--- config.mk ---
export PLATFORM = sky130hd
export DESIGN_NAME = fdcTop
export DESIGN_NICKNAME = d
export VERILOG_FILES = /design/src/source/fdcRegsPkg.sv /design/src/source/fdcTimingPkg.sv /design/src/source/commandSequencer.sv /design/src/source/driveSync.sv /design/src/source/fdcTop.sv /design/src/source/hostStatus.sv /design/src/source/stepTimer.sv
export SDC_FILE = /design/constraint.sdc
export NUM_CORES = 1
export LEC_CHECK = 0
export BUFFER_PORTS_ARGS = -buffer_cell sky130_fd_sc_hd__buf_2
export CAP_MARGIN = 15
export CORE_UTILIZATION = 35
export CTS_CLUSTER_SIZE = 10
export DETAILED_ROUTE_END_ITERATION = 8
export GPL_ROUTABILITY_DRIVEN = 0
export GPL_TIMING_DRIVEN = 1
export PLACE_DENSITY_LB_ADDON = 0.08
export SYNTH_ARGS = -nofsm -noshare
export SYNTH_HDL_FRONTEND = slang
export SYNTH_SLANG_ARGS = --single-unit
--- constraint.sdc ---
create_clock -name iCLK -period 2.4 [get_ports iCLK]
set_clock_uncertainty 0.05 [all_clocks]
set_input_delay 0.24 -clock iCLK [delete_from_list [all_inputs] [get_ports iCLK]]
set_output_delay 0.24 -clock iCLK [all_outputs]
set_load 0.02 [all_outputs]
--- src/source/fdcRegsPkg.sv ---
/*
 * Floppy controller register map.
 * Host register addresses, Type I command codes and field positions,
 * and status bit positions of the Type I status byte.
 */
`default_nettype none

package fdcRegsPkg;

	typedef logic [1:0] regAddrT;

	localparam regAddrT ADDR_CMD_STATUS = 2'd0;	// Write command, read status
	localparam regAddrT ADDR_TRACK = 2'd1;
	localparam regAddrT ADDR_SECTOR = 2'd2;
	localparam regAddrT ADDR_DATA = 2'd3;

	// Base codes, low bits carry flags and rate
	localparam logic [7:0] CMD_RESTORE = 8'h00;
	localparam logic [7:0] CMD_SEEK = 8'h10;
	localparam logic [7:0] CMD_STEP = 8'h20;
	localparam logic [7:0] CMD_STEP_IN = 8'h40;
	localparam logic [7:0] CMD_STEP_OUT = 8'h60;
	localparam logic [7:0] CMD_FORCE_INT = 8'hD0;
	localparam logic [7:0] CMD_RESET_DEFAULT = 8'h03;	// Restore at slowest rate

	localparam int BIT_UPDATE = 4;	// Track update on step commands
	localparam int BIT_HEAD_LOAD = 3;
	localparam int BIT_VERIFY = 2;

	localparam int STA_BUSY = 0;
	localparam int STA_INDEX = 1;
	localparam int STA_TRACK0 = 2;
	localparam int STA_HEAD_LOADED = 5;
	localparam int STA_WRPROT = 6;
	localparam int STA_NOT_READY = 7;

	localparam logic [7:0] SECTOR_RESET_VALUE = 8'd1;

endpackage

`default_nettype wire

--- src/source/fdcTimingPkg.sv ---
/*
 * Floppy controller timing constants.
 * Step pulse width, delay prescaler, stepping rates and index limits.
 */
`default_nettype none

package fdcTimingPkg;

	localparam int STEP_PULSE_CYCLES = 15;
	localparam int PRESCALE_BITS = 11;	// One delay tick is 2048 clocks

	typedef logic [7:0] rateTicksT;

	// Stepping rates by command bits 1:0
	localparam rateTicksT RATE_TICKS_6 = 8'd47;
	localparam rateTicksT RATE_TICKS_12 = 8'd94;
	localparam rateTicksT RATE_TICKS_20 = 8'd156;
	localparam rateTicksT RATE_TICKS_30 = 8'd234;

	localparam rateTicksT SETTLE_TICKS = 8'd3;	// After a direction change

	typedef logic [3:0] idxCountT;

	localparam idxCountT IDLE_UNLOAD_INDEX = 4'd15;

endpackage

`default_nettype wire

--- src/source/commandSequencer.sv ---
/*
 * Command sequencer.
 * Holds the host registers, decodes Type I and Force Interrupt commands
 * and runs the restore, seek and step sequences with head load control.
 */
`timescale 1ns/1ns
`default_nettype none

module commandSequencer (
	input logic iCLK,
	input logic rstN,
	input logic wrStrobe,
	input fdcRegsPkg::regAddrT adr,
	input logic [7:0] dataIn,
	input logic tr00Sync,
	input fdcTimingPkg::idxCountT idleIndexCount,
	input logic stepActive,
	input fdcTimingPkg::rateTicksT delayCount,
	output logic stepStart,
	output logic delayStart,
	output fdcTimingPkg::rateTicksT delayTicks,
	output logic busy,
	output logic cmdActive,
	output logic hld,
	output logic dirc,
	output logic [7:0] cmdReg,
	output logic [7:0] trackReg,
	output logic [7:0] sectorReg,
	output logic [7:0] dataReg,
	output logic cmdDone,
	output logic cmdAccepted,
	output logic forceIntPulse
);
	import fdcRegsPkg::*;
	import fdcTimingPkg::*;

	typedef enum logic [2:0] {
		S_IDLE,
		S_START,
		S_RESTORE,
		S_COMPARE,
		S_DELAY,
		S_UPDATE,
		S_PULSE,
		S_DONE
	} stageT;

	stageT stage;
	logic isRestore;
	logic isSeek;
	logic isStepIn;
	logic isStepOut;
	logic trackUpdate;
	logic seekDir;
	logic startDir;
	logic typeIWrite;
	logic forceIntWrite;
	rateTicksT rateTicks;

	assign isRestore = cmdReg[7:4] == CMD_RESTORE[7:4];
	assign isSeek = cmdReg[7:4] == CMD_SEEK[7:4];
	assign isStepIn = cmdReg[7:5] == CMD_STEP_IN[7:5];
	assign isStepOut = cmdReg[7:5] == CMD_STEP_OUT[7:5];
	assign trackUpdate = isRestore | isSeek | cmdReg[BIT_UPDATE];
	assign seekDir = trackReg < dataReg;	// 1 steps in
	assign startDir = isStepIn ? 1'b1 : (isStepOut ? 1'b0 : dirc);

	// Type II and III codes are not decoded and leave the sequencer alone
	assign typeIWrite = wrStrobe && adr == ADDR_CMD_STATUS && !dataIn[7];
	assign forceIntWrite = wrStrobe && adr == ADDR_CMD_STATUS &&
		dataIn[7:4] == CMD_FORCE_INT[7:4];

	assign cmdActive = stage != S_IDLE;

	always_comb begin
		case (cmdReg[1:0])
			2'b00: rateTicks = RATE_TICKS_6;
			2'b01: rateTicks = RATE_TICKS_12;
			2'b10: rateTicks = RATE_TICKS_20;
			default: rateTicks = RATE_TICKS_30;
		endcase
	end

	always_ff @(posedge iCLK) begin
		if (!rstN) begin
			stage <= S_START;	// Power-on Restore
			cmdReg <= CMD_RESET_DEFAULT;
			trackReg <= '0;
			sectorReg <= SECTOR_RESET_VALUE;
			dataReg <= '0;
			busy <= 1'b0;
			hld <= 1'b0;
			dirc <= 1'b0;
			stepStart <= 1'b0;
			delayStart <= 1'b0;
			delayTicks <= '0;
			cmdDone <= 1'b0;
			cmdAccepted <= 1'b0;
			forceIntPulse <= 1'b0;
		end else begin
			stepStart <= 1'b0;
			delayStart <= 1'b0;
			cmdDone <= 1'b0;
			cmdAccepted <= 1'b0;
			forceIntPulse <= 1'b0;

			if (typeIWrite || forceIntWrite) begin
				cmdReg <= dataIn;
				cmdAccepted <= 1'b1;	// Aborts whatever is running
				if (forceIntWrite) begin
					stage <= S_IDLE;
					busy <= 1'b0;
					forceIntPulse <= dataIn[3:0] != 4'd0;
				end else begin
					stage <= S_START;
				end
			end else begin
				case (stage)
					S_IDLE: begin
						if (hld && idleIndexCount == IDLE_UNLOAD_INDEX) begin
							hld <= 1'b0;
						end
					end
					S_START: begin
						busy <= 1'b1;
						hld <= cmdReg[BIT_HEAD_LOAD];
						if (isRestore) begin
							stage <= S_RESTORE;
						end else if (isSeek) begin
							stage <= S_COMPARE;
						end else begin
							dirc <= startDir;
							delayStart <= 1'b1;
							delayTicks <= (startDir != dirc) ? SETTLE_TICKS : rateTicks;
							stage <= S_DELAY;
						end
					end
					S_RESTORE: begin
						trackReg <= 8'hFF;
						dataReg <= '0;
						stage <= S_COMPARE;
					end
					S_COMPARE: begin
						if (trackReg == dataReg) begin
							stage <= S_DONE;
						end else begin
							dirc <= seekDir;
							delayStart <= 1'b1;
							delayTicks <= (seekDir != dirc) ? SETTLE_TICKS : rateTicks;
							stage <= S_DELAY;
						end
					end
					S_DELAY: begin
						if (!delayStart && delayCount == '0) begin
							stage <= S_UPDATE;
						end
					end
					S_UPDATE: begin
						if (!dirc && tr00Sync) begin	// Head already on track 0
							trackReg <= '0;
							stage <= S_DONE;
						end else begin
							if (trackUpdate) begin
								trackReg <= dirc ? trackReg + 8'd1 : trackReg - 8'd1;
							end
							stepStart <= 1'b1;
							stage <= S_PULSE;
						end
					end
					S_PULSE: begin
						if (!stepActive) begin
							stage <= (isRestore || isSeek) ? S_COMPARE : S_DONE;
						end
					end
					default: begin	// S_DONE
						busy <= 1'b0;
						cmdDone <= 1'b1;
						stage <= S_IDLE;
					end
				endcase
			end

			// Host writes win over sequencer updates
			if (wrStrobe) begin
				case (adr)
					ADDR_TRACK: trackReg <= dataIn;
					ADDR_SECTOR: sectorReg <= dataIn;
					ADDR_DATA: dataReg <= dataIn;
					default: ;
				endcase
			end
		end
	end

endmodule

`default_nettype wire

--- src/source/driveSync.sv ---
/*
 * Drive and host input synchronizer.
 * Brings the asynchronous lines into the clock domain, makes the write
 * strobe and the index pulse, and counts index pulses while idle.
 */
`timescale 1ns/1ns
`default_nettype none

module driveSync (
	input logic iCLK,
	input logic rstN,
	input logic wrEn,
	input logic ip,
	input logic hrdy,
	input logic tr00,
	input logic wrpt,
	input logic cmdActive,
	output logic wrStrobe,
	output logic indexPulse,
	output logic hrdySync,
	output logic tr00Sync,
	output logic wrptSync,
	output logic ipLevel,
	output fdcTimingPkg::idxCountT idleIndexCount
);
	import fdcTimingPkg::*;

	logic [4:0] metaReg;	// wrEn, ip, hrdy, tr00, wrpt
	logic [4:0] syncReg;
	logic wrEnLast;
	logic ipLast;

	always_ff @(posedge iCLK) begin
		if (!rstN) begin
			metaReg <= '0;
			syncReg <= '0;
			wrEnLast <= 1'b0;
			ipLast <= 1'b0;
		end else begin
			metaReg <= {wrEn, ip, hrdy, tr00, wrpt};
			syncReg <= metaReg;
			wrEnLast <= syncReg[4];
			ipLast <= syncReg[3];
		end
	end

	assign wrStrobe = syncReg[4] & ~wrEnLast;	// Rising edge of write enable
	assign indexPulse = syncReg[3] & ~ipLast;
	assign ipLevel = syncReg[3];
	assign hrdySync = syncReg[2];
	assign tr00Sync = syncReg[1];
	assign wrptSync = syncReg[0];

	// Saturates so the unload compare holds until the next command
	always_ff @(posedge iCLK) begin
		if (!rstN || cmdActive) begin
			idleIndexCount <= '0;
		end else if (indexPulse && idleIndexCount != IDLE_UNLOAD_INDEX) begin
			idleIndexCount <= idleIndexCount + 4'd1;
		end
	end

endmodule

`default_nettype wire

--- src/source/fdcTop.sv ---
/*
 * Floppy controller top level.
 * Input synchronizer, step timer, command sequencer and host status.
 */
`timescale 1ns/1ns
`default_nettype none

module fdcTop (
	input logic iCLK,
	input logic rstN,
	input logic wrEn,
	input fdcRegsPkg::regAddrT adr,
	input logic [7:0] dataIn,
	output logic [7:0] dataOut,
	input logic statusRead,
	output logic step,
	output logic dirc,
	output logic hld,
	input logic hrdy,
	input logic tr00,
	input logic ip,
	input logic wrpt,
	output logic intrq
);
	import fdcTimingPkg::*;

	logic wrStrobe;
	logic hrdySync;
	logic tr00Sync;
	logic wrptSync;
	logic ipLevel;
	idxCountT idleIndexCount;
	logic stepStart;
	logic delayStart;
	rateTicksT delayTicks;
	rateTicksT delayCount;
	logic stepActive;
	logic busy;
	logic cmdActive;
	logic [7:0] trackReg;
	logic [7:0] sectorReg;
	logic [7:0] dataReg;
	logic cmdDone;
	logic cmdAccepted;
	logic forceIntPulse;

	driveSync uSync (
		.iCLK(iCLK), .rstN(rstN), .wrEn(wrEn), .ip(ip), .hrdy(hrdy), .tr00(tr00),
		.wrpt(wrpt), .cmdActive(cmdActive), .wrStrobe(wrStrobe), .indexPulse(),
		.hrdySync(hrdySync), .tr00Sync(tr00Sync), .wrptSync(wrptSync), .ipLevel(ipLevel),
		.idleIndexCount(idleIndexCount)
	);

	stepTimer uTimer (
		.iCLK(iCLK), .rstN(rstN), .stepStart(stepStart), .delayStart(delayStart),
		.delayTicks(delayTicks), .step(step), .stepActive(stepActive),
		.delayCount(delayCount)
	);

	commandSequencer uSeq (
		.iCLK(iCLK), .rstN(rstN), .wrStrobe(wrStrobe), .adr(adr), .dataIn(dataIn),
		.tr00Sync(tr00Sync), .idleIndexCount(idleIndexCount), .stepActive(stepActive),
		.delayCount(delayCount), .stepStart(stepStart), .delayStart(delayStart),
		.delayTicks(delayTicks), .busy(busy), .cmdActive(cmdActive), .hld(hld),
		.dirc(dirc), .cmdReg(), .trackReg(trackReg), .sectorReg(sectorReg),
		.dataReg(dataReg), .cmdDone(cmdDone), .cmdAccepted(cmdAccepted),
		.forceIntPulse(forceIntPulse)
	);

	hostStatus uStatus (
		.iCLK(iCLK), .rstN(rstN), .adr(adr), .statusRead(statusRead), .busy(busy),
		.hld(hld), .hrdySync(hrdySync), .ipLevel(ipLevel), .tr00Sync(tr00Sync),
		.wrptSync(wrptSync), .trackReg(trackReg), .sectorReg(sectorReg),
		.dataReg(dataReg), .cmdDone(cmdDone), .cmdAccepted(cmdAccepted),
		.forceIntPulse(forceIntPulse), .dataOut(dataOut), .intrq(intrq)
	);

endmodule

`default_nettype wire

--- src/source/hostStatus.sv ---
/*
 * Host read side.
 * Builds the Type I status byte, selects the register to read and
 * keeps the INTRQ line.
 */
`timescale 1ns/1ns
`default_nettype none

module hostStatus (
	input logic iCLK,
	input logic rstN,
	input fdcRegsPkg::regAddrT adr,
	input logic statusRead,
	input logic busy,
	input logic hld,
	input logic hrdySync,
	input logic ipLevel,
	input logic tr00Sync,
	input logic wrptSync,
	input logic [7:0] trackReg,
	input logic [7:0] sectorReg,
	input logic [7:0] dataReg,
	input logic cmdDone,
	input logic cmdAccepted,
	input logic forceIntPulse,
	output logic [7:0] dataOut,
	output logic intrq
);
	import fdcRegsPkg::*;

	logic [7:0] status;
	logic readMeta;
	logic readSync;
	logic readLast;
	logic readClear;

	always_comb begin
		status = '0;	// Seek and CRC error never set
		status[STA_BUSY] = busy;
		status[STA_INDEX] = ~ipLevel;
		status[STA_TRACK0] = tr00Sync;
		status[STA_HEAD_LOADED] = hld & hrdySync;
		status[STA_WRPROT] = wrptSync;
		status[STA_NOT_READY] = 1'b0;	// Drive always ready
	end

	always_comb begin
		case (adr)
			ADDR_CMD_STATUS: dataOut = status;
			ADDR_TRACK: dataOut = trackReg;
			ADDR_SECTOR: dataOut = sectorReg;
			default: dataOut = dataReg;
		endcase
	end

	always_ff @(posedge iCLK) begin
		if (!rstN) begin
			readMeta <= 1'b0;
			readSync <= 1'b0;
			readLast <= 1'b0;
		end else begin
			readMeta <= statusRead;
			readSync <= readMeta;
			readLast <= readSync;
		end
	end

	assign readClear = readSync & ~readLast;

	// A set in the same cycle as a clear wins
	always_ff @(posedge iCLK) begin
		if (!rstN) begin
			intrq <= 1'b0;
		end else if (cmdDone || forceIntPulse) begin
			intrq <= 1'b1;
		end else if (cmdAccepted || readClear) begin
			intrq <= 1'b0;
		end
	end

endmodule

`default_nettype wire

--- src/source/stepTimer.sv ---
/*
 * Step and delay timer.
 * A prescaler divides the clock into delay ticks for the stepping rate
 * and settle delays, and a short counter shapes the step pulse.
 */
`timescale 1ns/1ns
`default_nettype none

module stepTimer (
	input logic iCLK,
	input logic rstN,
	input logic stepStart,
	input logic delayStart,
	input fdcTimingPkg::rateTicksT delayTicks,
	output logic step,
	output logic stepActive,
	output fdcTimingPkg::rateTicksT delayCount
);
	import fdcTimingPkg::*;

	logic [PRESCALE_BITS-1:0] prescale;
	logic prescaleWrap;
	logic [3:0] stepCount;	// Wide enough for the 15 cycle pulse

	assign prescaleWrap = &prescale;

	// Restarted by either start so a tick count is a full tick long
	always_ff @(posedge iCLK) begin
		if (!rstN || stepStart || delayStart) begin
			prescale <= '0;
		end else begin
			prescale <= prescale + 1'b1;
		end
	end

	always_ff @(posedge iCLK) begin
		if (!rstN) begin
			delayCount <= '0;
		end else if (delayStart) begin
			delayCount <= delayTicks;
		end else if (prescaleWrap && delayCount != '0) begin
			delayCount <= delayCount - 8'd1;
		end
	end

	always_ff @(posedge iCLK) begin
		if (!rstN) begin
			stepCount <= '0;
		end else if (stepStart) begin
			stepCount <= 4'(STEP_PULSE_CYCLES);
		end else if (stepCount != '0) begin
			stepCount <= stepCount - 4'd1;
		end
	end

	assign step = stepCount != '0;
	assign stepActive = stepStart | step;	// Covers the cycle before the load

endmodule

`default_nettype wire

* Word level (Yosys, flattened, before mapping)
Cells that the tools add are included.
** Storage, ports and cells
- Register bits after elaboration :: 94
- Bits of input ports :: 18
- Output and inout bits :: 12
- Word-level logic and storage cells :: 173
** Operators by class
- Add/subtract/negate cells :: 6
- Magnitude comparators :: 1
- Eq/ne operators :: 29
- Mux-type cells :: 53
- Bitwise gates (word level) :: 14
- Reduce and logical (&&, ||, !) cells :: 44
** Operators with widths (count)
- $mux 8 :: 17
- $pmux 8 s3 :: 2
- $pmux 8 s2 :: 2
- $pmux 3 s7 :: 1
- $mux 1 :: 18
- $mux 3 :: 6
- $sub 8x1->8 const B :: 2
- $eq 3x2->1 const B :: 4
- $add 11x1->11 const B :: 1
- $reduce_and 11->1 :: 1
- $reduce_bool 2->1 :: 5
- $eq 3x3->1 const B :: 3
- $reduce_and 3->1 :: 3
- $add 8x1->8 const B :: 1
- $eq 4x4->1 const B :: 2
- $eq 8x8->1 :: 1
- $logic_and 1x1->1 :: 8
- $logic_not 8->1 :: 1
- $lt 8x8->1 :: 1
- $mux 4 :: 2
- $ne 2x1->1 const B :: 4
- $pmux 1 s2 :: 4
- $reduce_bool 4->1 :: 2
- $reduce_bool 8->1 :: 1
- 27 further kinds :: 55

* Logic depth before layout (Yosys ltp)
- Depth after elaboration :: 9
- Depth in mapped cells :: 9
- Mapped depth without buffers :: 8

* By module
From an unflattened synthesis, not the netlist that was laid out.
** Second synthesis, totals
- Cells, all modules :: 546
- Area total of the unflattened synthesis :: 4857.2 µm²
** By module, submodules not included
- commandSequencer :: times used 1, cells each 330, area an instance 2775.2 µm², sequential area each 1021.0 µm²
- stepTimer :: times used 1, cells each 141, area an instance 1219.9 µm², sequential area each 460.4 µm²
- driveSync :: times used 1, cells each 49, area an instance 531.8 µm², sequential area each 320.3 µm²
- hostStatus :: times used 1, cells each 26, area an instance 330.3 µm², sequential area each 80.1 µm²

* Least setup slack after synthesis
OpenSTA, ideal clock, no wires.
- Path kind :: reg-to-reg
- From :: register uSeq.dirc
- To :: register uSeq.trackReg[6]
- Setup time :: 0.131 ns
- Arrival time :: 2.245 ns
- Required time :: 2.219 ns
- Path slack :: -0.027 ns
- Stages on the path, launching flop included :: 9
- Path buffers :: 0
- Period minus slack after synthesis :: 2.427 ns
- Cells stage by stage :: dfxtp_1 -> inv_1 -> ha_1 -> nor2b_1 -> o31a_1 -> o21a_1 -> or3_1 -> a31oi_1 -> o41ai_1
** On the way
- Longest elaborated chain between the ends :: 7
- Elaborated cells on any way between the ends :: 9
- Those cells by class :: 7 x mux; 2 x reduce/logical
** Ends and longest elaborated chain
- start: declaration :: RTL line commandSequencer.sv:25 : output logic dirc,
- start signal: assignment :: RTL line commandSequencer.sv:132 : dirc <= startDir;
- start signal: assignment :: RTL line commandSequencer.sv:147 : dirc <= seekDir;
- $mux 8 / $logic_not 1->1 (equally long branches) :: RTL line commandSequencer.sv:164, commandSequencer.sv:159
- $mux 8 / $logic_and 1x1->1 (equally long branches) :: RTL line commandSequencer.sv:163, commandSequencer.sv:159
- $mux 8 * :: RTL line commandSequencer.sv:159 : if (!dirc && tr00Sync) begin
- $pmux 8 s2 * :: RTL line commandSequencer.sv:118 : case (stage)
- $mux 8 * :: RTL line commandSequencer.sv:107 : if (typeIWrite || forceIntWrite) begin
- $mux 8 :: RTL line commandSequencer.sv:185 : case (adr)
- $mux 8 * :: RTL line commandSequencer.sv:184 : if (wrStrobe) begin
- end signal: assignment :: RTL line commandSequencer.sv:164 : trackReg <= dirc ? trackReg + 8'd1 : trackReg - 8'd1;
- end signal: assignment :: RTL line commandSequencer.sv:186 : ADDR_TRACK: trackReg <= dataIn;
- end: declaration :: RTL line commandSequencer.sv:27 : output logic [7:0] trackReg,
Every way passes the cells marked *; elsewhere a longest branch is shown, timed or not.
A chain may end at the register's enable or synchronous reset.

* Worst setup path in the final report
- From :: register uTimer.delayCount[3]
- To :: register uTimer.delayCount[5]
** On the way
- Longest elaborated chain between the ends :: 3
- Elaborated cells on any way between the ends :: 6
- Those cells by class :: 1 x add/sub; 2 x mux; 3 x reduce/logical
** Ends and longest elaborated chain
- start: declaration :: RTL line stepTimer.sv:17 : output fdcTimingPkg::rateTicksT delayCount
- start signal: assignment :: RTL line stepTimer.sv:40 : delayCount <= delayTicks;
- start signal: assignment :: RTL line stepTimer.sv:42 : delayCount <= delayCount - 8'd1;
- $sub 8x1->8 / $reduce_bool 8->1 (equally long branches) :: RTL line stepTimer.sv:42, stepTimer.sv:41
- $mux 8 / $logic_and 1x1->1 (equally long branches) :: RTL line stepTimer.sv:41 : end else if (prescaleWrap && delayCount != '0) begin
- $mux 8 / $reduce_bool 2->1 (equally long branches)
Several ways; a longest one is shown, not always the timed one. The select of a mux whose other input is x is not followed.

==> results.py <==
metrics = {
    "logic_synthesis": {
        "synth-seq-cells": 93,
        "seq_area_frac_synth": 0.406,
        "synth_fp_nets": 571,
        "netlist_instances": 528,
        "syn-cell-area_sq_um": 4590,
        "yosys.area.top_type": "dfxtp_1",
        "synth_flop_cell": "dfxtp_1",
        "synth_most_common_cell": "dfxtp_1",
        "synth_edf_count": 0,
        "synth.distinct_cells": 61,
        "ys_top_cells_by_count": "dfxtp_1 (93), nor2_1 (60), nand2_1 (41), a21oi_1 (39), o21ai_0 (33)",
        "ys_async_sr_fraction": 0,
        "ys_warn_count": 0,
        "netlist.area_leader.share": 0.406,
        "ys_top_cells_by_area": "dfxtp_1 (41%), ha_1 (6.5%), nor2_1 (4.9%), a21oi_1 (4.3%), o21ai_0 (3.6%)",
        "avgSynthCellArea_sq_um": 8.69,
    },
    "placed_design": {
        "dpl_worst_slack_ns": 0.130,
        "port-buffer-count": 29,
        "post-dp-hpwl_microns": 8380,
        "dpl_cell_area_sq_um": 5060,
    },
    "floorplan": {
        "core_area_sq_um": 12700,
        "initial_core_util": 0.361,
        "die_x_microns": 117,
        "fp-row-count": 41,
        "die-height_microns": 117,
        "num_io_pins": 30,
        "die_area_sq_um": 13600,
    },
    "critical_path": {
        "crit_required_ns": 2.57,
        "crit_type": "reg2reg",
        "cp_cell_sequence": "or4_4 -> or4b_4 -> and3_1 -> and4_4 -> xnor2_1 -> a21oi_1",
        "cp_max_fo": 6,
        "cp_slowest_cell": "or4b_4",
        "end_kind": "flip-flop",
        "critical_path.startpoint_type": "flip-flop",
        "max_stage_delay_ns": 0.54,
        "cp-startpoint": "uTimer.delayCount[3]",
        "reg2reg_from": "uTimer.delayCount[3]",
        "cp.arrival_ns": 2.47,
    },
    "cells_and_area": {
        "antenna_cells": 0,
        "drive_above_1_share": 0.161,
        "fill_cells": 1351,
        "final_area_sq_um": 5340,
        "syn_to_final_growth_pct": 16.4,
        "final_nets": 616,
        "register_area_sq_um": 1860,
        "multiInputGateArea_sq_um": 2550,
    },
    "timing": {
        "fmax_ghz": 0.433,
        "finalSetupTns_ns": 0,
        "maxSlewViolCount": 0,
        "worstMarginPinSlew_ns": 0.642,
        "hold_violations": 0,
        "slew_headroom": 0.569,
        "period_minus_slack_ns": 2.31,
        "rsz0062_at_grt": "no",
        "finalSetupViolCount": 0,
        "post-route-period-util": 0.961,
        "fin_ws_ns": 0.0926,
    },
    "cts": {
        "cts-root-buf": "clkbuf_16",
        "clock-sinks": 93,
        "htree_levels": 3,
        "cts_tree": "done",
        "clk_path_buf_depth": 2,
        "clk_pin_slew_ns": 0.07,
        "cts_buffers": 9,
        "clock_latency_ns": 0.35,
        "hold_buffers": 0,
    },
    "outcome": {
        "status": "completed",
    },
    "grt": {
        "grt_start_max_net_pins": 52,
        "grt.total_usage": 0.181,
        "grt_pass1_wl_microns": 18600,
        "grt_pass1_vias": 3723,
        "overflow": 0,
        "antenna_found_initial": 0,
    },
    "route": {
        "postRouteAntennaNets": 0,
        "firstDrtPassIters": 4,
        "wl_per_cell_microns": 15.1,
        "wirelength_microns": 11300,
        "viasPerCell": 5.20,
        "drc": 0,
        "drtIter0Drc": 156,
        "dr_total_vias": 3900,
    },
    "worst_hold_path": {
        "min_from": "hrdy",
        "worstHoldPathType": "in2reg",
    },
    "power": {
        "vdd_drop_max_mv": 0.399,
        "power.density_nw_per_um2": 1010,
        "leakage_nw": 2.09,
    },
    "run": {
        "maxCapViolCount": 0,
    },
}
-- routing by layer --
layer | vias up | track usage | share of wire
met5 | - | 0 | 0
met4 | 0 | 0.0632 | 0.023
met3 | 14 | 0.0498 | 0.035
met2 | 48 | 0.302 | 0.47
met1 | 1856 | 0.224 | 0.48
li1 | 1982 | - | -
-- report_power, final --
| part | switching (W) | total [W] | internal (W) |
|---|---|---|---|
| Clock | 0.000631 | 0.00134 | 0.000710 |
| Combinational | 0.00112 | 0.00205 | 0.000933 |
| Sequential | 0.000225 | 0.00199 | 0.00176 |
-- layout by cell type (no fill, tap or decap), types with 5 or more instances in the layout --
master / netlist / layout
buf_2: 1 / 29
mux4_2: 5 / 5
inv_1: 22 / 22
clkbuf_16: 0 / 9
mux2i_1: 11 / 11
and2_1: 16 / 16
o211ai_1: 6 / 6
dfxtp_1: 93 / 92
a21oi_1: 39 / 39
ha_1: 24 / 24
a211oi_1: 6 / 6
xor2_1: 8 / 8
nor3_1: 10 / 10
or3_1: 7 / 7
nand3_1: 21 / 21
buf_4: 0 / 27
o21ai_0: 33 / 33
a31oi_1: 6 / 6
a22oi_1: 9 / 9
o41ai_1: 6 / 6
nand2_1: 41 / 41
xnor2_1: 9 / 9
or2_2: 5 / 5
nor2_1: 60 / 60
-- sequential cells by signal, summed over array words and instances, names as in the netlist, 3 cells and up --
name	cells
uTimer.delayCount	8
uSeq.stage	3
uSync.syncReg	5
uSeq.cmdReg	7
uSeq.delayTicks	8
uSeq.sectorReg	8
uSync.idleIndexCount	4
uTimer.prescale	11
uTimer.stepCount	4
uSeq.dataReg	8
uSync.metaReg	5
uSeq.trackReg	8
-- logic make-up (layout without fill, tap and decap cells) --
family,Yosys count,count (layout),share of synthesized area
xor gates and xnor gates,17,17,0.0324
and+or+nand+nor,195,195,0.214
buffers and inverters,45,95,0.0387
adders and majority gates,25,25,0.0698
DFF,93,93,0.406
AOI/OAI and AO/OA,134,134,0.183
muxes,19,19,0.0559
-- area by class of cell --
| type | count | area share |
|---|---|---|
| clock buffers | 10 | 0.0429 |
| clock inverters | 6 | 0.00867 |
| inverters | 23 | 0.0162 |
| flip-flops and latches | 93 | 0.349 |
| repair buffers | 56 | 0.0651 |
| multi-input cells | 390 | 0.478 |
| well taps | 172 | 0.0403 |
-- path summary, 6_finish.rpt --
kind         slack (ns)                    to  cells after the start
max                0.09  uTimer.delayCount[5]                      6
min                0.04      uSync.metaReg[2]                      2
max reg2reg        0.09  uTimer.delayCount[5]                      6
min reg2reg        0.38      uSync.syncReg[4]                      1
-- per-stage QoR --
stage          hold WS, ns  std cells   util  total power (W)
2_1_floorplan        0.314        528      -          0.00340
3_3_place_gp         0.365        734  0.398          0.00404
3_5_place_dp         0.369        734  0.398          0.00405
4_1_cts             0.0261        750  0.420          0.00543
5_1_grt             0.0322        750  0.420          0.00578
6_report            0.0424        750  0.420          0.00538
-- what timing repair did --
item | CTS | global route
buffers inserted | 0 | 0
setup endpoints to repair | 0 | 1
resized for setup | 0 | 1
-- critical path: cells and delay by family (launching register included) --
family          cells  cell delay [ns]
xor+xnor            1             0.14
flops               1             0.34
simple gates        4             1.54
compound gates      1             0.09
Note: power is estimated with default switching activity, not from simulation.
